`config.mk`:
```
export PLATFORM = sky130hd
export DESIGN_NAME = tlb_top
export DESIGN_NICKNAME = d
export VERILOG_FILES = /design/src/common/tlb_arch_pkg.sv /design/src/common/tlb_op_pkg.sv /design/src/tlb/tlb_entry_file.sv /design/src/tlb/tlb_inv_unit.sv /design/src/tlb/tlb_search_unit.sv /design/src/verilog/tlb_top.sv
export SDC_FILE = /design/constraint.sdc
export NUM_CORES = 2
export LEC_CHECK = 0
export BUFFER_PORTS_ARGS = -buffer_cell sky130_fd_sc_hd__buf_4
export CELL_PAD_IN_SITES_DETAIL_PLACEMENT = 1
export CELL_PAD_IN_SITES_GLOBAL_PLACEMENT = 1
export CORE_MARGIN = 4
export CORE_UTILIZATION = 50
export CTS_BUF_LIST = sky130_fd_sc_hd__clkbuf_4 sky130_fd_sc_hd__clkbuf_8 sky130_fd_sc_hd__clkbuf_16
export DETAILED_ROUTE_END_ITERATION = 8
export GPL_TIMING_DRIVEN = 0
export PLACE_DENSITY_LB_ADDON = 0.2
export SYNTH_ARGS = -nofsm -noshare
export SYNTH_HDL_FRONTEND = slang
export SYNTH_SLANG_ARGS = --single-unit
```
`constraint.sdc`:
```
create_clock -name clk -period 7.6 [get_ports clk]
set_clock_uncertainty 0.05 [all_clocks]
set_input_delay 0 -clock clk [delete_from_list [all_inputs] [get_ports clk]]
set_output_delay 0 -clock clk [all_outputs]
set_load 0.02 [all_outputs]
```
`src/common/tlb_arch_pkg.sv`:
```
package tlb_arch_pkg;

  // ========================================
  // address and tag widths
  // ========================================
  localparam int VALEN = 32;
  localparam int PALEN = 32;
  localparam int ASID_W = 10;

  // vppn covers va[31:13], one tag per even/odd page pair
  localparam int VPPN_W = VALEN - 13;

  // ========================================
  // page size
  // ========================================
  localparam int PS_W = 6;
  localparam logic [PS_W-1:0] PS_4K = 6'd12;
  // anything other than PS_4K is handled as a 4 MB page
  localparam logic [PS_W-1:0] PS_4M = 6'd21;

  // lowest vppn bit that takes part in a 4 MB compare (va bit 22)
  localparam int VPPN_4M_LSB = 22 - 13;

  localparam int PPN_W = PALEN - 12;

  // ========================================
  // lo word of one entry half
  // ========================================
  localparam int LO_V = 0;
  localparam int LO_D = 1;
  localparam int LO_PLV = 2;
  localparam int LO_PLV_W = 2;
  localparam int LO_MAT = 4;
  localparam int LO_MAT_W = 2;
  localparam int LO_PPN = 6;
  localparam int LO_W = LO_PPN + PPN_W;

  // vppn compare shared by search and invtlb
  // 4K pages compare the whole tag, 4M pages only va[31:22]
  function automatic logic vppn_hit(input logic [PS_W-1:0] ps,
                                    input logic [VPPN_W-1:0] ent_vppn,
                                    input logic [VPPN_W-1:0] req_vppn);
    if (ps == PS_4K) begin
      return ent_vppn == req_vppn;
    end
    return ent_vppn[VPPN_W-1:VPPN_4M_LSB] == req_vppn[VPPN_W-1:VPPN_4M_LSB];
  endfunction

endpackage

```
`src/common/tlb_op_pkg.sv`:
```
package tlb_op_pkg;

  // ========================================
  // invtlb operation codes
  // ========================================
  // codes 7 and above are illegal
  typedef enum logic [4:0] {
    // drop every entry
    INV_ALL0         = 5'd0,
    INV_ALL1         = 5'd1,
    // global entries only
    INV_GLO1         = 5'd2,
    // non-global entries only
    INV_GLO0         = 5'd3,
    // non-global with matching asid
    INV_GLO0_ASID    = 5'd4,
    // non-global, matching asid and va
    INV_GLO0_ASID_VA = 5'd5,
    // global or matching asid, and matching va
    INV_GLO1_ASID_VA = 5'd6
  } inv_op_e;

endpackage

```
`src/tlb/tlb_entry_file.sv`:
```
module tlb_entry_file
  import tlb_arch_pkg::*;
#(
  parameter int ENTRY_NUM = 16,
  localparam int IDX_W = $clog2(ENTRY_NUM)
) (
  input  logic                               clk,
  input  logic                               rst_n,
  // write port (tlbwr / tlbfill)
  input  logic                               write_valid,
  input  logic [IDX_W-1:0]                   write_idx,
  input  logic                               write_exist,
  input  logic                               write_glo,
  input  logic [ASID_W-1:0]                  write_asid,
  input  logic [PS_W-1:0]                    write_ps,
  input  logic [VPPN_W-1:0]                  write_vppn,
  input  logic [LO_W-1:0]                    write_lo0,
  input  logic [LO_W-1:0]                    write_lo1,
  // exist clear from the invalidate unit
  input  logic [ENTRY_NUM-1:0]               kill_mask,
  // read port (tlbrd)
  input  logic                               read_valid,
  input  logic [IDX_W-1:0]                   read_idx,
  output logic                               read_exist,
  output logic                               read_glo,
  output logic [ASID_W-1:0]                  read_asid,
  output logic [PS_W-1:0]                    read_ps,
  output logic [VPPN_W-1:0]                  read_vppn,
  output logic [LO_W-1:0]                    read_lo0,
  output logic [LO_W-1:0]                    read_lo1,
  // stored entries, one slice per entry
  output logic [ENTRY_NUM-1:0]               ent_exist,
  output logic [ENTRY_NUM-1:0]               ent_glo,
  output logic [ENTRY_NUM-1:0][ASID_W-1:0]   ent_asid,
  output logic [ENTRY_NUM-1:0][PS_W-1:0]     ent_ps,
  output logic [ENTRY_NUM-1:0][VPPN_W-1:0]   ent_vppn,
  output logic [ENTRY_NUM-1:0][LO_W-1:0]     ent_lo0,
  output logic [ENTRY_NUM-1:0][LO_W-1:0]     ent_lo1
);

  // ========================================
  // entry array
  // ========================================
  // a write replaces the whole entry, invtlb only touches exist
  // and loses to a write in the same cycle
  always_ff @(posedge clk or negedge rst_n) begin
    if (!rst_n) begin
      ent_exist <= '0;
      ent_glo   <= '0;
      ent_asid  <= '0;
      ent_ps    <= '0;
      ent_vppn  <= '0;
      ent_lo0   <= '0;
      ent_lo1   <= '0;
    end else if (write_valid) begin
      ent_exist[write_idx] <= write_exist;
      ent_glo[write_idx]   <= write_glo;
      ent_asid[write_idx]  <= write_asid;
      ent_ps[write_idx]    <= write_ps;
      ent_vppn[write_idx]  <= write_vppn;
      ent_lo0[write_idx]   <= write_lo0;
      ent_lo1[write_idx]   <= write_lo1;
    end else begin
      // mask is already zero when no invtlb is pending
      ent_exist <= ent_exist & ~kill_mask;
    end
  end

  // ========================================
  // read port
  // ========================================
  // registered copy, sees the array before this edge
  always_ff @(posedge clk or negedge rst_n) begin
    if (!rst_n) begin
      read_exist <= 1'b0;
      read_glo   <= 1'b0;
      read_asid  <= '0;
      read_ps    <= '0;
      read_vppn  <= '0;
      read_lo0   <= '0;
      read_lo1   <= '0;
    end else if (read_valid) begin
      read_exist <= ent_exist[read_idx];
      read_glo   <= ent_glo[read_idx];
      read_asid  <= ent_asid[read_idx];
      read_ps    <= ent_ps[read_idx];
      read_vppn  <= ent_vppn[read_idx];
      read_lo0   <= ent_lo0[read_idx];
      read_lo1   <= ent_lo1[read_idx];
    end
  end

  // ========================================
  // checks
  // ========================================
  a_write_idx_range : assert property (
    @(posedge clk) disable iff (!rst_n)
      write_valid |-> int'(write_idx) < ENTRY_NUM
  ) else $error("tlb_entry_file: write_idx %0d out of range", write_idx);

  a_read_idx_range : assert property (
    @(posedge clk) disable iff (!rst_n)
      read_valid |-> int'(read_idx) < ENTRY_NUM
  ) else $error("tlb_entry_file: read_idx %0d out of range", read_idx);

endmodule

```
`src/tlb/tlb_inv_unit.sv`:
```
module tlb_inv_unit
  import tlb_arch_pkg::*;
  import tlb_op_pkg::*;
#(
  parameter int ENTRY_NUM = 16
) (
  // invtlb request
  input  logic                               inv_valid,
  input  inv_op_e                            inv_op,
  input  logic [ASID_W-1:0]                  inv_asid,
  input  logic [VPPN_W-1:0]                  inv_vppn,
  // stored entries
  input  logic [ENTRY_NUM-1:0]               ent_exist,
  input  logic [ENTRY_NUM-1:0]               ent_glo,
  input  logic [ENTRY_NUM-1:0][ASID_W-1:0]   ent_asid,
  input  logic [ENTRY_NUM-1:0][PS_W-1:0]     ent_ps,
  input  logic [ENTRY_NUM-1:0][VPPN_W-1:0]   ent_vppn,
  // exist clear towards the entry file
  output logic [ENTRY_NUM-1:0]               kill_mask
);

  logic [ENTRY_NUM-1:0] asid_hit;
  logic [ENTRY_NUM-1:0] va_hit;
  logic [ENTRY_NUM-1:0] sel;

  // ========================================
  // per-entry conditions
  // ========================================
  for (genvar i = 0; i < ENTRY_NUM; i++) begin : g_cond
    assign asid_hit[i] = ent_asid[i] == inv_asid;
    // 4M entries ignore the low vppn bits
    assign va_hit[i]   = vppn_hit(ent_ps[i], ent_vppn[i], inv_vppn);
  end

  // ========================================
  // op decode
  // ========================================
  always_comb begin
    case (inv_op)
      INV_ALL0, INV_ALL1: sel = '1;
      INV_GLO1:           sel = ent_glo;
      INV_GLO0:           sel = ~ent_glo;
      INV_GLO0_ASID:      sel = ~ent_glo & asid_hit;
      INV_GLO0_ASID_VA:   sel = ~ent_glo & asid_hit & va_hit;
      INV_GLO1_ASID_VA:   sel = (ent_glo | asid_hit) & va_hit;
      // unknown op clears nothing
      default:            sel = '0;
    endcase
  end

  assign kill_mask = inv_valid ? (sel & ent_exist) : '0;

  // ========================================
  // checks
  // ========================================
  // codes above INV_GLO1_ASID_VA are not defined
  always_comb begin
    if (inv_valid) begin
      a_inv_op_legal : assert (inv_op <= INV_GLO1_ASID_VA)
        else $error("tlb_inv_unit: illegal invtlb op %0d", inv_op);
    end
  end

endmodule

```
`src/tlb/tlb_search_unit.sv`:
```
module tlb_search_unit
  import tlb_arch_pkg::*;
#(
  parameter int ENTRY_NUM = 16,
  localparam int IDX_W = $clog2(ENTRY_NUM)
) (
  input  logic                               clk,
  input  logic                               rst_n,
  // lookup request
  input  logic                               search_valid,
  input  logic [ASID_W-1:0]                  search_asid,
  input  logic [VALEN-1:12]                  search_va,
  // stored entries
  input  logic [ENTRY_NUM-1:0]               ent_exist,
  input  logic [ENTRY_NUM-1:0]               ent_glo,
  input  logic [ENTRY_NUM-1:0][ASID_W-1:0]   ent_asid,
  input  logic [ENTRY_NUM-1:0][PS_W-1:0]     ent_ps,
  input  logic [ENTRY_NUM-1:0][VPPN_W-1:0]   ent_vppn,
  input  logic [ENTRY_NUM-1:0][LO_W-1:0]     ent_lo0,
  input  logic [ENTRY_NUM-1:0][LO_W-1:0]     ent_lo1,
  // registered response
  output logic                               search_found,
  output logic [IDX_W-1:0]                   search_idx,
  output logic [PS_W-1:0]                    search_ps,
  output logic                               search_v,
  output logic                               search_d,
  output logic [LO_PLV_W-1:0]                search_plv,
  output logic [LO_MAT_W-1:0]                search_mat,
  output logic [PPN_W-1:0]                   search_ppn
);

  logic [ENTRY_NUM-1:0] match;

  logic                 hit_any;
  logic [IDX_W-1:0]     hit_idx;
  logic [PS_W-1:0]      hit_ps;
  logic [LO_W-1:0]      hit_lo0;
  logic [LO_W-1:0]      hit_lo1;
  logic                 hit_odd;
  logic [LO_W-1:0]      hit_lo;

  // ========================================
  // per-entry compare
  // ========================================
  for (genvar i = 0; i < ENTRY_NUM; i++) begin : g_match
    assign match[i] = ent_exist[i]
                    && (ent_glo[i] || (ent_asid[i] == search_asid))
                    && vppn_hit(ent_ps[i], ent_vppn[i], search_va[VALEN-1:13]);
  end

  // highest matching index wins
  // everything stays zero on a miss
  always_comb begin
    hit_any = 1'b0;
    hit_idx = '0;
    hit_ps  = '0;
    hit_lo0 = '0;
    hit_lo1 = '0;
    for (int i = 0; i < ENTRY_NUM; i++) begin
      if (match[i]) begin
        hit_any = 1'b1;
        hit_idx = IDX_W'(i);
        hit_ps  = ent_ps[i];
        hit_lo0 = ent_lo0[i];
        hit_lo1 = ent_lo1[i];
      end
    end
  end

  // odd page is picked by the first va bit above the page offset
  assign hit_odd = (hit_ps == PS_4K) ? search_va[PS_4K] : search_va[PS_4M];
  assign hit_lo  = hit_odd ? hit_lo1 : hit_lo0;

  // ========================================
  // response registers
  // ========================================
  always_ff @(posedge clk or negedge rst_n) begin
    if (!rst_n) begin
      search_found <= 1'b0;
      search_idx   <= '0;
      search_ps    <= '0;
      search_v     <= 1'b0;
      search_d     <= 1'b0;
      search_plv   <= '0;
      search_mat   <= '0;
      search_ppn   <= '0;
    end else if (search_valid) begin
      search_found <= hit_any;
      search_idx   <= hit_idx;
      search_ps    <= hit_ps;
      search_v     <= hit_lo[LO_V];
      search_d     <= hit_lo[LO_D];
      search_plv   <= hit_lo[LO_PLV +: LO_PLV_W];
      search_mat   <= hit_lo[LO_MAT +: LO_MAT_W];
      search_ppn   <= hit_lo[LO_PPN +: PPN_W];
    end
  end

  // ========================================
  // checks
  // ========================================
  // response only moves after a request
  a_found_hold : assert property (
    @(posedge clk) disable iff (!rst_n)
      !$past(search_valid) |-> $stable(search_found)
  ) else $error("tlb_search_unit: search_found changed without a search");

endmodule

```
`src/verilog/tlb_top.sv`:
```
module tlb_top
  import tlb_arch_pkg::*;
  import tlb_op_pkg::*;
#(
  parameter int ENTRY_NUM = 16,
  localparam int IDX_W = $clog2(ENTRY_NUM)
) (
  input  logic                  clk,
  input  logic                  rst_n,
  // search
  input  logic                  search_valid,
  input  logic [ASID_W-1:0]     search_asid,
  input  logic [VALEN-1:12]     search_va,
  output logic                  search_found,
  output logic [IDX_W-1:0]      search_idx,
  output logic [PS_W-1:0]       search_ps,
  output logic                  search_v,
  output logic                  search_d,
  output logic [LO_PLV_W-1:0]   search_plv,
  output logic [LO_MAT_W-1:0]   search_mat,
  output logic [PPN_W-1:0]      search_ppn,
  // tlbrd
  input  logic                  read_valid,
  input  logic [IDX_W-1:0]      read_idx,
  output logic                  read_exist,
  output logic                  read_glo,
  output logic [ASID_W-1:0]     read_asid,
  output logic [PS_W-1:0]       read_ps,
  output logic [VPPN_W-1:0]     read_vppn,
  output logic [LO_W-1:0]       read_lo0,
  output logic [LO_W-1:0]       read_lo1,
  // tlbwr / tlbfill
  input  logic                  write_valid,
  input  logic [IDX_W-1:0]      write_idx,
  input  logic                  write_exist,
  input  logic                  write_glo,
  input  logic [ASID_W-1:0]     write_asid,
  input  logic [PS_W-1:0]       write_ps,
  input  logic [VPPN_W-1:0]     write_vppn,
  input  logic [LO_W-1:0]       write_lo0,
  input  logic [LO_W-1:0]       write_lo1,
  // invtlb
  input  logic                  inv_valid,
  input  inv_op_e               inv_op,
  input  logic [ASID_W-1:0]     inv_asid,
  input  logic [VPPN_W-1:0]     inv_vppn
);

  // stored entries, shared by search and invalidate
  logic [ENTRY_NUM-1:0]               ent_exist;
  logic [ENTRY_NUM-1:0]               ent_glo;
  logic [ENTRY_NUM-1:0][ASID_W-1:0]   ent_asid;
  logic [ENTRY_NUM-1:0][PS_W-1:0]     ent_ps;
  logic [ENTRY_NUM-1:0][VPPN_W-1:0]   ent_vppn;
  logic [ENTRY_NUM-1:0][LO_W-1:0]     ent_lo0;
  logic [ENTRY_NUM-1:0][LO_W-1:0]     ent_lo1;
  logic [ENTRY_NUM-1:0]               kill_mask;

  // ========================================
  // storage
  // ========================================
  tlb_entry_file #(
    .ENTRY_NUM (ENTRY_NUM)
  ) u_entry_file (
    .clk         (clk),
    .rst_n       (rst_n),
    .write_valid (write_valid),
    .write_idx   (write_idx),
    .write_exist (write_exist),
    .write_glo   (write_glo),
    .write_asid  (write_asid),
    .write_ps    (write_ps),
    .write_vppn  (write_vppn),
    .write_lo0   (write_lo0),
    .write_lo1   (write_lo1),
    .kill_mask   (kill_mask),
    .read_valid  (read_valid),
    .read_idx    (read_idx),
    .read_exist  (read_exist),
    .read_glo    (read_glo),
    .read_asid   (read_asid),
    .read_ps     (read_ps),
    .read_vppn   (read_vppn),
    .read_lo0    (read_lo0),
    .read_lo1    (read_lo1),
    .ent_exist   (ent_exist),
    .ent_glo     (ent_glo),
    .ent_asid    (ent_asid),
    .ent_ps      (ent_ps),
    .ent_vppn    (ent_vppn),
    .ent_lo0     (ent_lo0),
    .ent_lo1     (ent_lo1)
  );

  // ========================================
  // lookup
  // ========================================
  tlb_search_unit #(
    .ENTRY_NUM (ENTRY_NUM)
  ) u_search_unit (
    .clk          (clk),
    .rst_n        (rst_n),
    .search_valid (search_valid),
    .search_asid  (search_asid),
    .search_va    (search_va),
    .ent_exist    (ent_exist),
    .ent_glo      (ent_glo),
    .ent_asid     (ent_asid),
    .ent_ps       (ent_ps),
    .ent_vppn     (ent_vppn),
    .ent_lo0      (ent_lo0),
    .ent_lo1      (ent_lo1),
    .search_found (search_found),
    .search_idx   (search_idx),
    .search_ps    (search_ps),
    .search_v     (search_v),
    .search_d     (search_d),
    .search_plv   (search_plv),
    .search_mat   (search_mat),
    .search_ppn   (search_ppn)
  );

  // ========================================
  // invtlb
  // ========================================
  tlb_inv_unit #(
    .ENTRY_NUM (ENTRY_NUM)
  ) u_inv_unit (
    .inv_valid (inv_valid),
    .inv_op    (inv_op),
    .inv_asid  (inv_asid),
    .inv_vppn  (inv_vppn),
    .ent_exist (ent_exist),
    .ent_glo   (ent_glo),
    .ent_asid  (ent_asid),
    .ent_ps    (ent_ps),
    .ent_vppn  (ent_vppn),
    .kill_mask (kill_mask)
  );

endmodule
```
==> results.cfg <==
[sta]
final-setup-viol-count = 1
relSlewSlack_pct = -16.89
max_freq_mhz = 129.9
period_minus_slack_ps = 7699
finalWorstSetupSlack_ps = -98.69
rsz0062_at_grt = false
hold_viol_final = 0
worst_slew_pin_slew_ps = 1753
finalCritPeriodShare_pct = 101.3
slew_viol_final = 278
whs_ps = 27.08

[power]
combPwrFrac_pct = 23.6
p_sw_share_pct = 32.93
power.switching_mw = 9.446
finalPower_mw = 28.69
p_int_mw = 19.24
p_leak_nw = 40.91
pwr-share-seq_pct = 44.4
power_frac_clock_pct = 32.0
ir_drop_v = 0.0002271
power_density_nw_per_um2 = 282.5

[drt]
viasPerCell = 7.313
ant_nets = 0
wl_um = 444700
drc = 0
via_count = 73370
initialDrtViolationCount = 10900
first_pass_iters = 8
wl_per_cell_um = 44.32

[worst_setup_path]
cp_max_fo = 10
endpoint_kind = flop
startpoint_type = flop
cp.arrival_ps = 8460
required_ps = 8360
critical_path_class = flop to flop

[synthesis]
async_flop_share_pct = 100.0
synth_edf_count = 0
yosysSeqAreaShare_pct = 44.13
yosys-top-cells-count = dfrtp_1 (1550), mux2_2 (1502), xor2_1 (497), clkbuf_1 (471), xnor2_1 (448)
syn-cell-area_um2 = 87900
synthCells = 6901
avgSynthCellArea_um2 = 12.74
ys_types = 74
synth_top_area_share_pct = 44.13
ys_seq_elements = 1550
synth_top_cell_by_area = dfrtp_1
syn_nets = 7068
synth.yosys.warnings = 0
ys_top_cells_by_area = dfrtp_1 (44%), mux2_2 (19%), mux4_2 (11%), xor2_1 (5.0%), xnor2_1 (4.5%)
yosysMostFrequentCell = dfrtp_1
synth_flop_cell = dfrtp_1

[clock_network]
cts_max_level = 4
cts_sinks = 1550
cts_buffers = 173
insertion_delay_ps = 880
cts-root-buf = clkbuf_16
clockBufferDepth = 3
cts_setup_buffers = 0
tritoncts = done
path_clk_slew_ps = 60

[global_routing]
antenna_found_initial = 43
grt_use_total_pct = 48.20
grt-ovfl-total = 0
grt_pass1_wl_um = 607000
grt_pass1_vias = 74200
grt_max_degree = 162

[floorplan]
die_x_um = 427.3
start_util_pct = 50.40
core_area_um2 = 174400
num_rows = 153
dieHeight_um = 427.3
ioPinCount = 293
dieArea_um2 = 182600

[cells_and_area]
layout.nets = 7699
n_fill_cell = 17210
synthToLayoutAreaGrowth_pct = 15.53
final_util_pct = 58.23
drive_gt1_share_pct = 35.47
register_area_um2 = 38790
multi_input_area_um2 = 46430

[run]
drv_cap = 32

[placed_design]
place.gp.congestion = 1.027
port_buffers = 225
place_hpwl_um = 312800

[status]
outcome = complete, but fails checks
violations = capacitance limit, slew limit, setup timing

[hold_path]
hold_class = input port to flop
==> path summary, 6_finish.rpt <==
path	endpoint	from	cells past startpoint	slack [ps]
min in group asynchronous	u_entry_file.ent_asid[63]$_DFFE_PN0P_	rst_n	4	310
max	u_search_unit.search_ppn[8]$_DFFE_PN0P_	u_entry_file.ent_asid[119]$_DFFE_PN0P_	14	-100
max reg2reg	u_search_unit.search_ppn[8]$_DFFE_PN0P_	u_entry_file.ent_asid[119]$_DFFE_PN0P_	14	-100
max in group asynchronous	u_entry_file.ent_lo1[192]$_DFFE_PN0P_	rst_n	8	4310
min reg2reg	u_entry_file.read_lo0[12]$_DFFE_PN0P_	u_entry_file.read_lo0[12]$_DFFE_PN0P_	1	460
min	u_entry_file.ent_lo0[134]$_DFFE_PN0P_	write_lo0[4]	3	30
==> state kept, by name, summed over array words and instances, names as in the netlist, 10 cells and up <==
| register | count |
|---|---|
| u_entry_file.ent_asid | 160 |
| u_entry_file.ent_lo0 | 416 |
| u_entry_file.ent_exist | 16 |
| u_entry_file.read_asid | 10 |
| u_entry_file.ent_vppn | 304 |
| u_search_unit.search_ppn | 20 |
| u_entry_file.read_lo1 | 26 |
| u_entry_file.ent_glo | 16 |
| u_entry_file.read_lo0 | 26 |
| u_entry_file.ent_ps | 96 |
| u_entry_file.read_vppn | 19 |
| u_entry_file.ent_lo1 | 416 |
==> routing by layer <==
layer | part of all wire (%) | track usage (%) | up-vias
li1 | - | - | 27220
met1 | 37 | 60.69 | 38730
met2 | 41 | 66.82 | 5717
met3 | 13 | 20.04 | 1682
met4 | 8.6 | 34.11 | 20
met5 | 0.028 | 0 | -
==> logic make-up (layout without fill, tap and decap cells) <==
logic type / count (synthesis) / count (layout) / synth area share (%)
and+or+nand+nor: 968 / 968 / 5.664
xor gates and xnor gates: 945 / 945 / 9.416
DFF: 1550 / 1550 / 44.13
AOI/OAI and AO/OA: 821 / 821 / 6.927
buffers and inverters: 668 / 1438 / 3.197
other: 0 / 36 / 0
muxes: 1949 / 1949 / 30.67
==> layout by cell type, fill, tap and decap left out, types with 19 or more instances in the layout <==
cell / Yosys / final
diode_2: 0 / 36
dfrtp_1: 1550 / 1550
mux2_2: 1502 / 1502
o211ai_1: 36 / 36
clkbuf_2: 0 / 54
mux4_2: 445 / 445
o221ai_1: 116 / 116
nand2_1: 161 / 161
a22oi_1: 69 / 69
clkbuf_4: 0 / 45
nor2_1: 185 / 177
nor3_1: 90 / 84
buf_2: 11 / 19
buf_6: 21 / 26
a221oi_1: 62 / 62
o21ai_0: 124 / 123
clkbuf_8: 0 / 49
a31oi_1: 58 / 57
a221o_1: 29 / 29
a21oi_1: 114 / 114
a211oi_1: 24 / 24
xnor2_1: 448 / 448
clkbuf_1: 471 / 425
xor2_1: 497 / 497
nand3_1: 159 / 159
buf_4: 32 / 262
clkbuf_16: 0 / 177
nor4_1: 129 / 120
dlygate4sd3_1: 0 / 188
nand4_1: 119 / 119
buf_1: 102 / 87
and3_1: 20 / 20
or3_1: 32 / 32
inv_1: 30 / 30
nand2b_1: 19 / 19
==> power by group through the flow <==
stage / Sequential [mW] / Combinational (mW) / Clock (mW)
after floorplan: 11.9 / 4.36 / 0
after global placement: 12.5 / 6.27 / 0
after detailed placement: 12.7 / 6.50 / 0
after CTS: 12.6 / 6.65 / 9.13
after global routing: 12.8 / 7.09 / 9.48
final: 12.7 / 6.77 / 9.19
==> metrics by stage <==
stage	TNS (ps)	worst slack [ps]	area, um^2	std cells
detailed placement	0	537.5	93330	9491
global route	0	115.8	101500	10000
finish	-98.69	-98.69	101500	10030
global placement	-	-13200	92500	9451
floorplan	0	3863	87900	6901
CTS	0	97.24	101400	9994
==> final cells by class <==
cell class	count	area share, %
Inverter	30	0.1109
Antenna cell	36	0.08871
Buffer	638	2.732
Sequential cell	1550	38.20
Timing Repair Buffer	456	4.257
Clock inverter	43	0.6715
Multi-Input combinational cell	4683	45.72
Tap cell	2325	2.865
Clock buffer	271	5.359
==> critical path: stages (launching register included) <==
cell and delay (ps):
dfrtp_1 520, xor2_1 200, nor4_1 610, a41oi_1 540, nor3_1 770, clkbuf_1 850
nor2_1 610, a221oi_1 440, o21a_1 220, a21oi_1 130, or4_4 550, nor4_4 1110
nor2_1 230, o211ai_1 250, dlygate4sd3_1 580
==> what timing repair did <==
item	CTS	global route
hold buffers	189	0
resized for setup	0	2
hold endpoints to repair	1687	0
endpoints found under the setup margin	0	1
Note: power is estimated with default switching activity, not from simulation.
